--- config.mk ---
export PLATFORM = sky130hd
export DESIGN_NAME = cpu_top
export DESIGN_NICKNAME = d
export VERILOG_FILES = /design/src/cpu_pkg.sv /design/src/cpu_top.sv /design/src/cpu_ccu.sv /design/src/cpu_pcu.sv /design/src/cpu_alu.sv
export SDC_FILE = /design/constraint.sdc
export NUM_CORES = 1
export LEC_CHECK = 0
export BUFFER_PORTS_ARGS = -buffer_cell sky130_fd_sc_hd__clkbuf_2
export CAP_MARGIN = 20
export CORE_AREA = 2 2 85 87
export CTS_BUF_LIST = sky130_fd_sc_hd__clkbuf_4 sky130_fd_sc_hd__clkbuf_8
export CTS_CLUSTER_SIZE = 30
export DETAILED_ROUTE_END_ITERATION = 10
export DIE_AREA = 0 0 87 89
export HOLD_SLACK_MARGIN = 0.06
export PLACE_DENSITY_LB_ADDON = 0.3
export SYNTH_ARGS = -nofsm -noshare
export SYNTH_HDL_FRONTEND = slang
export SYNTH_SLANG_ARGS = --single-unit
--- constraint.sdc ---
create_clock -name clock -period 6.2 [get_ports clock]
set_clock_uncertainty 0.1 [all_clocks]
set_input_delay 0.93 -clock clock [delete_from_list [all_inputs] [get_ports clock]]
set_output_delay 0.93 -clock clock [all_outputs]
set_load 0.01 [all_outputs]
--- src/cpu_pkg.sv ---
// **************************************************************************
// Shared definitions for the microprogrammed 8-bit CPU
// Widths, opcodes, ALU modes, address sources and microcode steps
// **************************************************************************

package cpu_pkg;

	// Data and address bus width
	localparam int data_w = 8;

	// Opcode field sits in the upper nibble of the first byte
	localparam int op_w = 4;

	// Basic bus word
	typedef logic [data_w-1:0] byte_t;

	// **********************************************************************
	// Instruction set
	// **********************************************************************

	// Codes 4'he and 4'hf are left unassigned and trap as illegal
	typedef enum logic [op_w-1:0] {
		lda_imm = 4'h0,
		lda_mem = 4'h1,
		lda_idx = 4'h2,
		sta_mem = 4'h3,
		stx_mem = 4'h4,
		add_mem = 4'h5,
		sub_mem = 4'h6,
		and_mem = 4'h7,
		xor_mem = 4'h8,
		ldx_imm = 4'h9,
		jmp     = 4'ha,
		jz      = 4'hb,
		jc      = 4'hc,
		hlt     = 4'hd
	} opcode_t;

	// **********************************************************************
	// Datapath controls
	// **********************************************************************

	// ALU operation applied to acc and data_in
	typedef enum logic [2:0] {
		alu_pass,
		alu_add,
		alu_sub,
		alu_and,
		alu_xor
	} alu_mode_t;

	// Memory address source
	typedef enum logic [1:0] {
		sel_pc,
		sel_arg,
		sel_idx
	} addr_sel_t;

	// Microcode steps
	// Every instruction runs fetch_op and fetch_arg, memory ops add one more
	typedef enum logic [2:0] {
		fetch_op,
		fetch_arg,
		exec_read,
		exec_write,
		halt_state
	} uop_t;

endpackage
--- src/cpu_top.sv ---
// **************************************************************************
// Microprogrammed 8-bit CPU top level
// Connects control, program control and arithmetic blocks to the memory
// port with split data in and data out
// **************************************************************************

`timescale 1ns/1ps

module cpu_top (
	input  logic              clock,
	input  logic              arst_n,
	input  cpu_pkg::byte_t    data_in,
	output logic              vma,
	output logic              r_w,
	output cpu_pkg::byte_t    addr,
	output cpu_pkg::byte_t    data_out,
	output logic              halted,
	output logic              error
);

	// Control strobes
	logic                  pc_inc;
	logic                  pc_load;
	logic                  arg_load;
	logic                  x_load;
	logic                  x_store;
	logic                  acc_load;
	cpu_pkg::addr_sel_t    addr_sel;
	cpu_pkg::alu_mode_t    alu_mode;

	// Datapath results
	cpu_pkg::byte_t        acc;
	cpu_pkg::byte_t        x_reg;
	logic                  zero;
	logic                  carry;

	// Control unit
	cpu_ccu u_ccu (
		.clock    (clock),
		.arst_n   (arst_n),
		.data_in  (data_in),
		.zero     (zero),
		.carry    (carry),
		.vma      (vma),
		.r_w      (r_w),
		.pc_inc   (pc_inc),
		.pc_load  (pc_load),
		.arg_load (arg_load),
		.x_load   (x_load),
		.x_store  (x_store),
		.addr_sel (addr_sel),
		.alu_mode (alu_mode),
		.acc_load (acc_load),
		.halted   (halted),
		.error    (error)
	);

	// Program control unit
	cpu_pcu u_pcu (
		.clock    (clock),
		.arst_n   (arst_n),
		.data_in  (data_in),
		.pc_inc   (pc_inc),
		.pc_load  (pc_load),
		.arg_load (arg_load),
		.x_load   (x_load),
		.addr_sel (addr_sel),
		.addr     (addr),
		.x_reg    (x_reg)
	);

	// Arithmetic block
	cpu_alu u_alu (
		.clock    (clock),
		.arst_n   (arst_n),
		.data_in  (data_in),
		.alu_mode (alu_mode),
		.acc_load (acc_load),
		.acc      (acc),
		.zero     (zero),
		.carry    (carry)
	);

	// Store data, index for stx_mem, accumulator otherwise
	assign data_out = x_store ? x_reg : acc;

endmodule

--- src/cpu_ccu.sv ---
// **************************************************************************
// CPU control unit
// Holds the instruction register and the microcode sequencer, decodes each
// step into memory strobes and datapath controls, and traps hlt and
// illegal opcodes
// **************************************************************************

`timescale 1ns/1ps

module cpu_ccu (
	input  logic                  clock,
	input  logic                  arst_n,
	input  cpu_pkg::byte_t        data_in,
	input  logic                  zero,
	input  logic                  carry,
	output logic                  vma,
	output logic                  r_w,
	output logic                  pc_inc,
	output logic                  pc_load,
	output logic                  arg_load,
	output logic                  x_load,
	output logic                  x_store,
	output cpu_pkg::addr_sel_t    addr_sel,
	output cpu_pkg::alu_mode_t    alu_mode,
	output logic                  acc_load,
	output logic                  halted,
	output logic                  error
);

	// Opcode reads into the ALU, all other opcodes pass
	function automatic cpu_pkg::alu_mode_t mode_of(input cpu_pkg::opcode_t op);
		cpu_pkg::alu_mode_t mode;
		case (op)
			cpu_pkg::add_mem: mode = cpu_pkg::alu_add;
			cpu_pkg::sub_mem: mode = cpu_pkg::alu_sub;
			cpu_pkg::and_mem: mode = cpu_pkg::alu_and;
			cpu_pkg::xor_mem: mode = cpu_pkg::alu_xor;
			default:          mode = cpu_pkg::alu_pass;
		endcase
		return mode;
	endfunction

	// Step that follows fetch_arg for a given opcode
	function automatic cpu_pkg::uop_t after_arg(input cpu_pkg::opcode_t op);
		cpu_pkg::uop_t step;
		case (op)
			cpu_pkg::lda_mem, cpu_pkg::lda_idx,
			cpu_pkg::add_mem, cpu_pkg::sub_mem,
			cpu_pkg::and_mem, cpu_pkg::xor_mem: step = cpu_pkg::exec_read;
			cpu_pkg::sta_mem, cpu_pkg::stx_mem: step = cpu_pkg::exec_write;
			cpu_pkg::hlt:                       step = cpu_pkg::halt_state;
			default:                            step = cpu_pkg::fetch_op;
		endcase
		return step;
	endfunction

	logic               active;
	cpu_pkg::uop_t      uop;
	cpu_pkg::opcode_t   ir;
	cpu_pkg::opcode_t   op_in;
	logic               op_legal;
	logic               ir_cond;

	// Opcode field of the byte on the bus during fetch_op
	assign op_in = cpu_pkg::opcode_t'(data_in[cpu_pkg::data_w-1 -: cpu_pkg::op_w]);

	// Defined opcodes are contiguous up to hlt
	assign op_legal = (op_in <= cpu_pkg::hlt);

	// Jump condition, resolved against flags left by earlier instructions
	assign ir_cond = (ir == cpu_pkg::jmp) ||
		((ir == cpu_pkg::jz) && zero) ||
		((ir == cpu_pkg::jc) && carry);

	// **********************************************************************
	// Sequencer
	// **********************************************************************

	always_ff @(posedge clock or negedge arst_n) begin
		if (!arst_n) begin
			active <= 1'b0;
			uop    <= cpu_pkg::fetch_op;
			ir     <= cpu_pkg::lda_imm;
			halted <= 1'b0;
			error  <= 1'b0;
		end else if (!active) begin
			// First edge out of reset starts the fetch at address 0
			active <= 1'b1;
		end else begin
			case (uop)
				cpu_pkg::fetch_op: begin
					ir <= op_in;
					if (op_legal) begin
						uop <= cpu_pkg::fetch_arg;
					end else begin
						// Trap straight away, operand byte never read
						uop    <= cpu_pkg::halt_state;
						halted <= 1'b1;
						error  <= 1'b1;
					end
				end
				cpu_pkg::fetch_arg: begin
					uop <= after_arg(ir);
					if (ir == cpu_pkg::hlt)
						halted <= 1'b1;
				end
				cpu_pkg::exec_read, cpu_pkg::exec_write: begin
					uop <= cpu_pkg::fetch_op;
				end
				default: begin
					uop <= cpu_pkg::halt_state;
				end
			endcase
		end
	end

	// **********************************************************************
	// Step decode
	// **********************************************************************

	always_comb begin
		vma      = 1'b0;
		r_w      = 1'b1;
		pc_inc   = 1'b0;
		pc_load  = 1'b0;
		arg_load = 1'b0;
		x_load   = 1'b0;
		x_store  = 1'b0;
		addr_sel = cpu_pkg::sel_pc;
		alu_mode = cpu_pkg::alu_pass;
		acc_load = 1'b0;
		if (active) begin
			case (uop)
				cpu_pkg::fetch_op: begin
					vma    = 1'b1;
					pc_inc = 1'b1;
				end
				cpu_pkg::fetch_arg: begin
					vma      = 1'b1;
					arg_load = 1'b1;
					// Taken jump replaces the increment
					pc_load  = ir_cond;
					pc_inc   = !ir_cond;
					acc_load = (ir == cpu_pkg::lda_imm);
					x_load   = (ir == cpu_pkg::ldx_imm);
				end
				cpu_pkg::exec_read: begin
					vma      = 1'b1;
					addr_sel = (ir == cpu_pkg::lda_idx) ? cpu_pkg::sel_idx : cpu_pkg::sel_arg;
					alu_mode = mode_of(ir);
					acc_load = 1'b1;
				end
				cpu_pkg::exec_write: begin
					vma      = 1'b1;
					r_w      = 1'b0;
					addr_sel = cpu_pkg::sel_arg;
					x_store  = (ir == cpu_pkg::stx_mem);
				end
				default: begin
					// halt_state, bus stays idle
				end
			endcase
		end
	end

	// Once halted the CPU never touches memory again
	a_halt_quiet: assert property (@(posedge clock) disable iff (!arst_n)
		halted |=> halted && (uop == cpu_pkg::halt_state) && !vma);

endmodule

--- src/cpu_pcu.sv ---
// **************************************************************************
// CPU program control unit
// Program counter, index register and operand latch, plus the memory
// address multiplexer
// **************************************************************************

`timescale 1ns/1ps

module cpu_pcu (
	input  logic                  clock,
	input  logic                  arst_n,
	input  cpu_pkg::byte_t        data_in,
	input  logic                  pc_inc,
	input  logic                  pc_load,
	input  logic                  arg_load,
	input  logic                  x_load,
	input  cpu_pkg::addr_sel_t    addr_sel,
	output cpu_pkg::byte_t        addr,
	output cpu_pkg::byte_t        x_reg
);

	cpu_pkg::byte_t pc;
	cpu_pkg::byte_t arg;

	// **********************************************************************
	// Program counter and index register
	// **********************************************************************

	// PC steps past each fetched byte
	// Jump target comes straight off the bus in fetch_arg
	always_ff @(posedge clock or negedge arst_n) begin
		if (!arst_n) begin
			pc <= '0;
		end else if (pc_load) begin
			pc <= data_in;
		end else if (pc_inc) begin
			pc <= pc + cpu_pkg::byte_t'(1);
		end
	end

	// Index register, loaded by ldx_imm only
	always_ff @(posedge clock or negedge arst_n) begin
		if (!arst_n) begin
			x_reg <= '0;
		end else if (x_load) begin
			x_reg <= data_in;
		end
	end

	// Operand byte, held through the exec step
	always_ff @(posedge clock) begin
		if (arg_load)
			arg <= data_in;
	end

	// **********************************************************************
	// Address select
	// **********************************************************************

	always_comb begin
		case (addr_sel)
			cpu_pkg::sel_arg: addr = arg;
			// Indexed address wraps inside the 256-byte space
			cpu_pkg::sel_idx: addr = arg + x_reg;
			default:          addr = pc;
		endcase
	end

	// A jump and an index load never share a fetch_arg
	a_pc_x_excl: assert property (@(posedge clock) disable iff (!arst_n)
		!(pc_load && x_load));

	// Load and increment never arrive together, the load would mask the step
	a_pc_onehot: assert property (@(posedge clock) disable iff (!arst_n)
		!(pc_load && pc_inc));

	// Operand is not overwritten while an exec step still needs it
	a_arg_hold: assert property (@(posedge clock) disable iff (!arst_n)
		arg_load |=> !arg_load);

endmodule

--- src/cpu_alu.sv ---
// **************************************************************************
// CPU arithmetic block
// Accumulator, zero and carry flags, and the ALU operations on acc and
// the memory data byte
// **************************************************************************

`timescale 1ns/1ps

module cpu_alu (
	input  logic                  clock,
	input  logic                  arst_n,
	input  cpu_pkg::byte_t        data_in,
	input  cpu_pkg::alu_mode_t    alu_mode,
	input  logic                  acc_load,
	output cpu_pkg::byte_t        acc,
	output logic                  zero,
	output logic                  carry
);

	// One extra bit for the carry out
	logic [cpu_pkg::data_w:0] sum;
	cpu_pkg::byte_t           result;
	logic                     carry_next;

	// **********************************************************************
	// Operation select
	// **********************************************************************

	always_comb begin
		sum        = '0;
		result     = data_in;
		carry_next = carry;
		case (alu_mode)
			cpu_pkg::alu_add: begin
				sum        = {1'b0, acc} + {1'b0, data_in};
				result     = sum[cpu_pkg::data_w-1:0];
				carry_next = sum[cpu_pkg::data_w];
			end
			cpu_pkg::alu_sub: begin
				// Two's complement subtract, carry set means no borrow
				sum        = {1'b0, acc} + {1'b0, ~data_in} +
					{{cpu_pkg::data_w{1'b0}}, 1'b1};
				result     = sum[cpu_pkg::data_w-1:0];
				carry_next = sum[cpu_pkg::data_w];
			end
			cpu_pkg::alu_and: begin
				result     = acc & data_in;
				carry_next = 1'b0;
			end
			cpu_pkg::alu_xor: begin
				result     = acc ^ data_in;
				carry_next = 1'b0;
			end
			default: begin
				// Pass for loads, carry kept
				result     = data_in;
				carry_next = carry;
			end
		endcase
	end

	// **********************************************************************
	// Accumulator and flags
	// **********************************************************************

	always_ff @(posedge clock or negedge arst_n) begin
		if (!arst_n) begin
			acc   <= '0;
			zero  <= 1'b0;
			carry <= 1'b0;
		end else if (acc_load) begin
			acc   <= result;
			zero  <= (result == '0);
			carry <= carry_next;
		end
	end

endmodule

==> results_dict.tcl, run 1 <==
set metrics [dict create \
    slowest_delay_ns 0.62 \
    fin_tns_setup_ns 0 \
    worst_setup_path_start_kind "register" \
    path_class "register to output pin" \
    clk_path_buf_depth 2 \
    synth.distinct_cells 65 \
    syn_inst 417 \
    nNetsFinal 471 \
    p_int_uw 409 \
    swShare_pct 28.0 \
    numCtsBuffers 5 \
    drc_errors 0 \
    grt_pass1_wl_mm 15.4 \
    hp-class "register to register" \
    cts_root_buf "clkbuf_8" \
    hold_violations 0 \
    final_layout_size_suffix_gt1_share_pct 15.9 \
    vias 3150 \
    ant_nets 0 \
    endpoint_kind "output pin" \
    antenna_found_initial 0 \
    finalCriticalPeriod_ns 3.74 \
    p_seq_share_pct 52.9 \
    synth_flop_cell "dfrtp_1" \
    most-common-layout-cells "39 x o21ai_0, 36 x dfrtp_1, 33 x inv_1, 33 x nand2_1, 33 x a21oi_1" \
    power_frac_clock_pct 32.7 \
    cts.sink_count 44 \
    cp.arrival_ns 2.71 \
    chipWidth_um 87 \
    synthesis.nets 456 \
    cpMostUsedCell "nand2b_1" \
    grt_use_total_pct 25.6 \
    cts_tree "built" \
    syn_area_mm2 0.00361 \
    cp_data_required_time_ns 5.17 \
    power.leakage_uw 0.00164 \
    period_share_pct 60.3 \
    routed_wl_mm 9.40 \
    overflow 0 \
    fp.dieH_um 89 \
    rsz0062_at_grt "no" \
    insertedDiodeCount 0 \
    path_cells "nand2b_1, nor4_1, nand3_1, ha_1, nand2b_1, o221ai_1, clkbuf_2" \
    syn_to_final_growth_pct 6.06 \
    insertion_delay_ns 0.30 \
    pwr_density_cell_mw_per_mm2 148 \
    hold_buffers 0 \
    io_pins 30 \
    fmax_mhz 268 \
    ys_async_sr_fraction_pct 81.8 \
    cts-htree-levels 2 \
    io_buffers 29 \
    ys_warn_count 0 \
    ys_ff_latch 44 \
    synth_area_leader_cell "dfrtp_1" \
    num_rows 30 \
    drv_slew 0 \
    syn_avg_cell_area_um2 8.66 \
    synth_edf_count 8 \
    status "completed" \
    total_power_uw 568 \
    wl_per_cell_um 18.3 \
    cts_resized 0 \
    slew_headroom_pct 37.7 \
    cp_max_fo 17 \
    worst_pin_slew_ns 0.935 \
    dpl.hpwl_mm 7.11 \
    peakVddDrop_uv 104 \
    grt_pass1_vias 3005 \
    netlist.area_leader.share_pct 24.9 \
    core_mm2 0.00672 \
    grt_max_degree 37 \
    gp_congestion 0.868 \
    ys_seq_area_share_pct 31.6 \
    die_area_mm2 0.00774 \
    switching_power_uw 159 \
    power_frac_comb_pct 14.4 \
    final_common_cell "o21ai_0" \
    max_cap_violations 0 \
    cts_setup_buffers 0 \
    initial_core_util_pct 53.7 \
    via_per_inst 6.14 \
    clk_pin_slew_worst_paths_ns 0.09 \
    dr.pass1.iters 5 \
    setup_viol 0 \
    drtIter0Drc 170 \
    synth_area_leaders "dfrtp_1 25%, ha_1 9.0%, edfxtp_1 6.7%, o21ai_0 5.4%, a21oi_1 4.6%" \
    crit_slowest_cell "dfrtp_1" \
]
## critical path, delay by kind of cell (launching register included)
| family | cells | cell delay (ns) |
|---|---|---|
| buf+inv | 1 | 0.17 |
| compound gates | 1 | 0.20 |
| simple gates | 4 | 0.90 |
| fa+ha+maj | 1 | 0.52 |
| flops | 1 | 0.62 |
## cell families after synthesis
logic type	count (synthesis)	synth area share, %
AO/OA/AOI/OAI	136	23.9
AND/OR/NAND/NOR	126	19.5
buffers and inverters	56	7.00
flip-flops	44	31.6
adder cells (fa/ha/maj)	29	10.7
multiplexers	17	5.20
XOR/XNOR	8	1.94
other	1	0.104
## routing by layer
layer | track usage [%] | share of wire, %
met1 | 35.5 | 46
met2 | 41.6 | 46
met3 | 3.05 | 5.2
met4 | 8.66 | 2.1
met5 | 0 | 0
## Yosys cell counts, drive strengths merged (2+ instances only)
cell	number
buf	13
o211ai	6
dfrtp	36
and4bb	2
mux2	14
nand2b	9
nand3	14
nand2	33
nor2	22
o221ai	2
o311ai	2
or3	2
nor2b	9
a221oi	5
a21boi	2
xor2	2
o31ai	4
nor4	2
fa	3
o21bai	4
a211oi	5
mux2i	3
nor3b	2
a21oi	35
or2	4
edfxtp	8
inv	33
a21o	4
a31oi	8
o21ai	42
nand4	5
nor3	13
a2bb2oi	2
o22ai	2
ha	26
and3	3
clkbuf	10
xnor2	6
a22oi	5
## layout make-up
class,instances,area [um^2]
clock buffers,6,76.3
clock inverters,2,11.3
fillers,642,2890
inverters,33,124
multi-input cells,317,2220
flip-flops and latches,44,1140
well taps,80,100
repair buffers,31,160
## power groups by stage
stage               combinational, uW  sequential, uW  clock (uW)
global route                     92.0             301         200
finish                           81.8             300         186
floorplan                        52.6             305           0
global placement                 79.9             306           0
detailed placement               80.9             306           0
CTS                              81.2             300         193
## per-stage QoR
stage	std cells	utilization [%]	worst slack [ns]	hold WS [ns]	cell area, um^2
6_report	513	57.0	2.46	0.373	3830
5_1_grt	513	57.0	2.35	0.401	3830
4_1_cts	512	56.9	2.52	0.380	3820
3_5_place_dp	504	55.6	2.85	0.355	3730
3_3_place_gp	504	55.6	2.94	0.350	3730
2_1_floorplan	417	-	3.10	0.357	3610
## worst paths after layout
kind	depth (start not counted)	startpoint	endpoint	slack, ns
setup / recovery	7	u_ccu.ir[1]	addr[7]	2.46
hold / removal	1	u_ccu.error	u_ccu.error	0.37
setup reg to reg	8	u_ccu.uop[1]	u_alu.zero	3.48
hold reg to reg	1	u_ccu.error	u_ccu.error	0.37
max in group asynchronous	1	arst_n	u_alu.acc[1]	4.76
min in group asynchronous	1	arst_n	u_ccu.uop[1]	0.64
Power figures use the tool's default switching activity.
==> inputs of run 2 (changes only) <==
Clock period 6.2 ns to 3.8 ns, I/O delays scaled along.
==> run 2 against run 1 <==
  * Sequential power rose by 63%
  * Design area is 0.88% higher
  * Largest cell class unchanged
  * Power rose by 77%
  * Hold slack got worse by 0.086 ns
==> results_dict.tcl, run 2 (synthesized netlist as in run 1, its figures left out) <==
set metrics [dict create \
    cts.sink_count 44 \
    grt_pass1_wl_mm 15.5 \
    status "completed" \
    fp.dieH_um 89 \
    path_class "register to output pin" \
    dpl_worst_slack_ns 0.852 \
    drv_slew 0 \
    period_share_pct 86.2 \
    n_fill_cell 631 \
    num_rows 30 \
    hp-class "primary input to asynchronous set/reset pin" \
    reg2reg_setup_slack_ns 1.05 \
    peakVddDrop_uv 114 \
    path_cells "ha_1, fa_1, a21o_1, a21oi_1, o21bai_1, a21oi_1, xnor2_1, a22oi_1, o21ai_0, clkbuf_2" \
    cts_root_buf "clkbuf_8" \
    io_buffers 29 \
    cp_data_required_time_ns 3.13 \
    worst_setup_path_start_kind "register" \
    cts_setup_buffers 0 \
    fin_tns_setup_ns 0 \
    syn_to_final_growth_pct 7.00 \
    critPathBufInv 1 \
    fmax_mhz 305 \
    power.leakage_uw 0.00166 \
    rsz0062_at_grt "no" \
    finalCriticalPeriod_ns 3.28 \
    r2r_cells 7 \
    pwr_density_cell_mw_per_mm2 261 \
    clk_pin_slew_worst_paths_ns 0.10 \
    hold_violations 0 \
    io_pins 30 \
    multi_input_area_mm2 0.00222 \
    clk_path_buf_depth 2 \
    insertion_delay_ns 0.31 \
    initial_core_util_pct 53.7 \
    r2r-end "u_alu.acc[7]" \
    startpoint "u_pcu.arg[0]" \
    nNetsFinal 472 \
    max_cap_violations 0 \
    final_common_cell "o21ai_0" \
    cpMostUsedCell "a21oi_1" \
    crit_slowest_cell "edfxtp_1" \
    cts_tree "built" \
    chipWidth_um 87 \
    gp_congestion 0.906 \
    drtIter0Drc 167 \
    drc_errors 0 \
    r2r-start "u_ccu.ir[2]" \
    die_area_mm2 0.00774 \
    antenna_found_initial 0 \
    insertedDiodeCount 0 \
    cp.arrival_ns 2.61 \
    slew_headroom_pct 36.6 \
    via_per_inst 6.22 \
    most-common-layout-cells "39 x o21ai_0, 36 x dfrtp_1, 33 x inv_1, 33 x nand2_1, 33 x a21oi_1" \
    overflow 0 \
    worst_pin_slew_ns 0.951 \
    slowest_delay_ns 0.42 \
    setup_ws_ns 0.525 \
    routed_wl_mm 9.47 \
    vias 3195 \
    hold_buffers 0 \
    cts-htree-levels 2 \
    dpl.hpwl_mm 7.15 \
    ant_nets 0 \
    final-seq-area_mm2 0.00114 \
    cts_resized 0 \
    setup_viol 0 \
    endpoint_kind "output pin" \
    grt_max_degree 37 \
    final_layout_size_suffix_gt1_share_pct 16.4 \
    cp_max_fo 2 \
    core_mm2 0.00672 \
    grt_use_total_pct 25.6 \
    crit_family "compound AO/OA/AOI/OAI gates" \
    grt_pass1_vias 2976 \
    dr.pass1.iters 5 \
    numCtsBuffers 5 \
    wl_per_cell_um 18.4 \
]
[run 2: cell count changes in the layout (fill, tap and decap cells not counted)]
cell / delta
buf_4: +1
bufinv_16: +1
clkbuf_4: +1
clkinv_1: -1
clkinvlp_4: -1
[run 2: worst max-delay path by stage]
stage / end / slack [ns] / cells past startpoint
after floorplan: addr[6] / 1.06 / 9
after global placement: addr[7] / 0.89 / 7
after detailed placement: addr[6] / 0.85 / 10
after CTS: addr[6] / 0.52 / 10
after global routing: addr[2] / 0.32 / 7
final: addr[6] / 0.52 / 10
[run 2: power breakdown]
group,switching (uW),internal (uW)
registers,6.28,484
logic,86.4,48.3
clock network,171,211
total,263,744
[run 2: per-stage QoR]
stage          instances  util, %  area, um^2  hold slack [ns]  total power, uW
2_1_floorplan        417        -        3610            0.174              584
3_3_place_gp         506     55.8        3750            0.349              630
3_5_place_dp         506     55.8        3750            0.356              632
4_1_cts              514     57.5        3860            0.321             1010
5_1_grt              514     57.5        3860            0.360             1050
6_report             514     57.5        3860            0.287             1010
[run 2: layout make-up]
type | count | share of cell area, %
flip-flops and latches | 44 | 29.5
multi-input cells | 317 | 57.4
well taps | 80 | 2.59
inverters | 33 | 3.21
clock inverters | 1 | 0.777
clock buffers | 7 | 2.17
repair buffers | 32 | 4.34
[run 2: layer usage]
metal  wire length (um)  track usage [%]  up-vias
li1                   -                -     1538
met4                 87             5.82        0
met2               4570             42.2      106
met3                433             3.14       12
met1               4380             36.2     1539
met5                  0                0        -
==> inputs of run 3 (changes only) <==
Settings changed: ABC_AREA set to 1.
==> run 3 against run 2 <==
  * Flip-flop and latch count did not move
  * Wire length increased by 2.5%
  * Design area is 3.5% higher
  * Clock power shrank 4%
  * Non-clock buffer count shrank 3
  * Largest cell class unchanged
==> results_dict.tcl, run 3 <==
set metrics [dict create \
    synth_flop_cell "dfrtp_1" \
    drc_errors 0 \
    peakVddDrop_uv 202 \
    overflow 0 \
    syn_inst 527 \
    endpoint_kind "output pin" \
    status "completed" \
    most-common-layout-cells "128 x nand2_1, 70 x inv_1, 48 x nor2_1" \
    insertion_delay_ns 0.30 \
    cpMostUsedCell "nor2_1" \
    fin_tns_setup_ns 0 \
    syn_avg_cell_area_um2 7.01 \
    worst_pin_slew_ns 0.925 \
    syn_to_final_growth_pct 8.30 \
    pwr_density_cell_mw_per_mm2 236 \
    synthesis.nets 566 \
    path_class "register to output pin" \
    initial_core_util_pct 55.0 \
    io_pins 30 \
    cp_data_required_time_ns 3.13 \
    path_cells "nor2_1, nand4_1, nor2_1, inv_1, ha_1, a21oi_1, a22oi_1, clkbuf_2" \
    cts_root_buf "clkbuf_8" \
    fmax_mhz 323 \
    die_area_mm2 0.00774 \
    grt_pass1_wl_mm 15.7 \
    cts-htree-levels 2 \
    cts_setup_buffers 0 \
    drv_slew 0 \
    final_common_cell "nand2_1" \
    synth_most_common_cell "nand2_1" \
    r2r-start "u_ccu.active" \
    fp.dieH_um 89 \
    vias 3598 \
    hold_buffers 0 \
    ys_warn_count 0 \
    wl_per_cell_um 15.4 \
    io_buffers 29 \
    dpl.hpwl_mm 7.73 \
    power.leakage_uw 0.00204 \
    cts.sink_count 44 \
    cp_max_fo 16 \
    netlist.area_leader.share_pct 24.4 \
    synth_area_leader_cell "dfrtp_1" \
    via_per_inst 5.69 \
    use_met3_pct 2.49 \
    r2r_cells 8 \
    antenna_found_initial 0 \
    max_cap_violations 0 \
    met2_usage_pct 45.6 \
    core_mm2 0.00672 \
    finalCriticalPeriod_ns 3.10 \
    grt_pass1_vias 3299 \
    num_rows 30 \
    top_usage_layer "met2" \
    setup_ws_ns 0.701 \
    hp-class "primary input to asynchronous set/reset pin" \
    dr.pass1.iters 4 \
    slew_headroom_pct 38.3 \
    critPathBufInv 2 \
    dpl_worst_slack_ns 1.08 \
    rsz0062_at_grt "no" \
    reg2reg_setup_slack_ns 1.13 \
    worst_setup_path_start_kind "register" \
    chipWidth_um 87 \
    ys_seq_area_share_pct 30.9 \
    drtIter0Drc 289 \
    numCtsBuffers 5 \
    slowest_delay_ns 0.58 \
    synth_edf_count 8 \
    clk_path_buf_depth 2 \
    cp.arrival_ns 2.43 \
    gp_congestion 1.02 \
    grt_use_total_pct 26.1 \
    startpoint "u_ccu.ir[2]" \
    routed_wl_mm 9.71 \
    grt_max_degree 37 \
    crit_slowest_cell "ha_1" \
    crit_family "simple AND/OR/NAND/NOR gates" \
    ys_ff_latch 44 \
    met1_usage_pct 33.3 \
    final_layout_size_suffix_gt1_share_pct 12.0 \
    insertedDiodeCount 0 \
    ys_async_sr_fraction_pct 81.8 \
    synth_area_leaders "dfrtp_1 24%, nand2_1 13%, ha_1 8.8%, inv_1 7.1%, edfxtp_1 6.5%" \
    syn_area_mm2 0.00369 \
    clk_pin_slew_worst_paths_ns 0.09 \
    period_share_pct 81.6 \
    ys_top_cells_by_count "128 x nand2_1, 70 x inv_1, 48 x nor2_1" \
    whs_ns 0.291 \
    synth.distinct_cells 35 \
    r2r-end "u_alu.zero" \
    cts_tree "built" \
    cts_resized 0 \
    ant_nets 0 \
    setup_viol 0 \
    nNetsFinal 590 \
    hold_violations 0 \
]
-- run 3: layout make-up --
cell class              count  area [um^2]
inverters                  76          285
well taps                  80          100
clock buffers               6         76.3
repair buffers             29          145
fillers                   620         2720
multi-input cells         395         2220
flip-flops and latches     44         1140
clock inverters             2         35.0
-- run 3: how the worst max path moves through the flow --
stage                     slack, ns  endpoint  depth (start not counted)
final                          0.70   addr[2]                          8
after global routing           0.50   addr[3]                          8
after CTS                      0.72   addr[2]                          8
after detailed placement       1.08   addr[2]                          8
after global placement         1.16   addr[6]                          8
after floorplan                1.16   addr[0]                          9
-- run 3: stage by stage --
step	total power, uW	utilization [%]	instance area, um^2	std cells
2_1_floorplan	551	-	3690	527
3_3_place_gp	584	57.9	3890	624
3_5_place_dp	585	57.9	3890	624
4_1_cts	944	59.5	4000	632
5_1_grt	977	59.5	4000	632
6_report	945	59.5	4000	632
-- run 3: kinds of logic (layout without fill, tap and decap cells) --
logic type                 after synthesis  count (layout)  share of synthesized area, %
xor gates and xnor gates                 6               6                          1.42
AOI/OAI and AO/OA                       99              99                          14.8
buffers and inverters                   88             113                          9.08
DFF                                     44              44                          30.9
and+or+nand+nor                        257             257                          32.4
adders and majority gates               29              29                          10.4
other                                    1               1                         0.102
muxes                                    3               3                         0.915
-- run 3: where the power goes --
group,switching (uW),total (uW),internal [uW]
clock network,165,368,202
logic,65.9,94.7,28.8
registers,2.46,483,480
total,233,945,711
-- run 3: metal layers --
layer | part of all wire (%) | wire (um)
met2 | 48 | 4680
met4 | 3.2 | 310
met5 | 0 | 0
met3 | 4.8 | 466
met1 | 44 | 4260
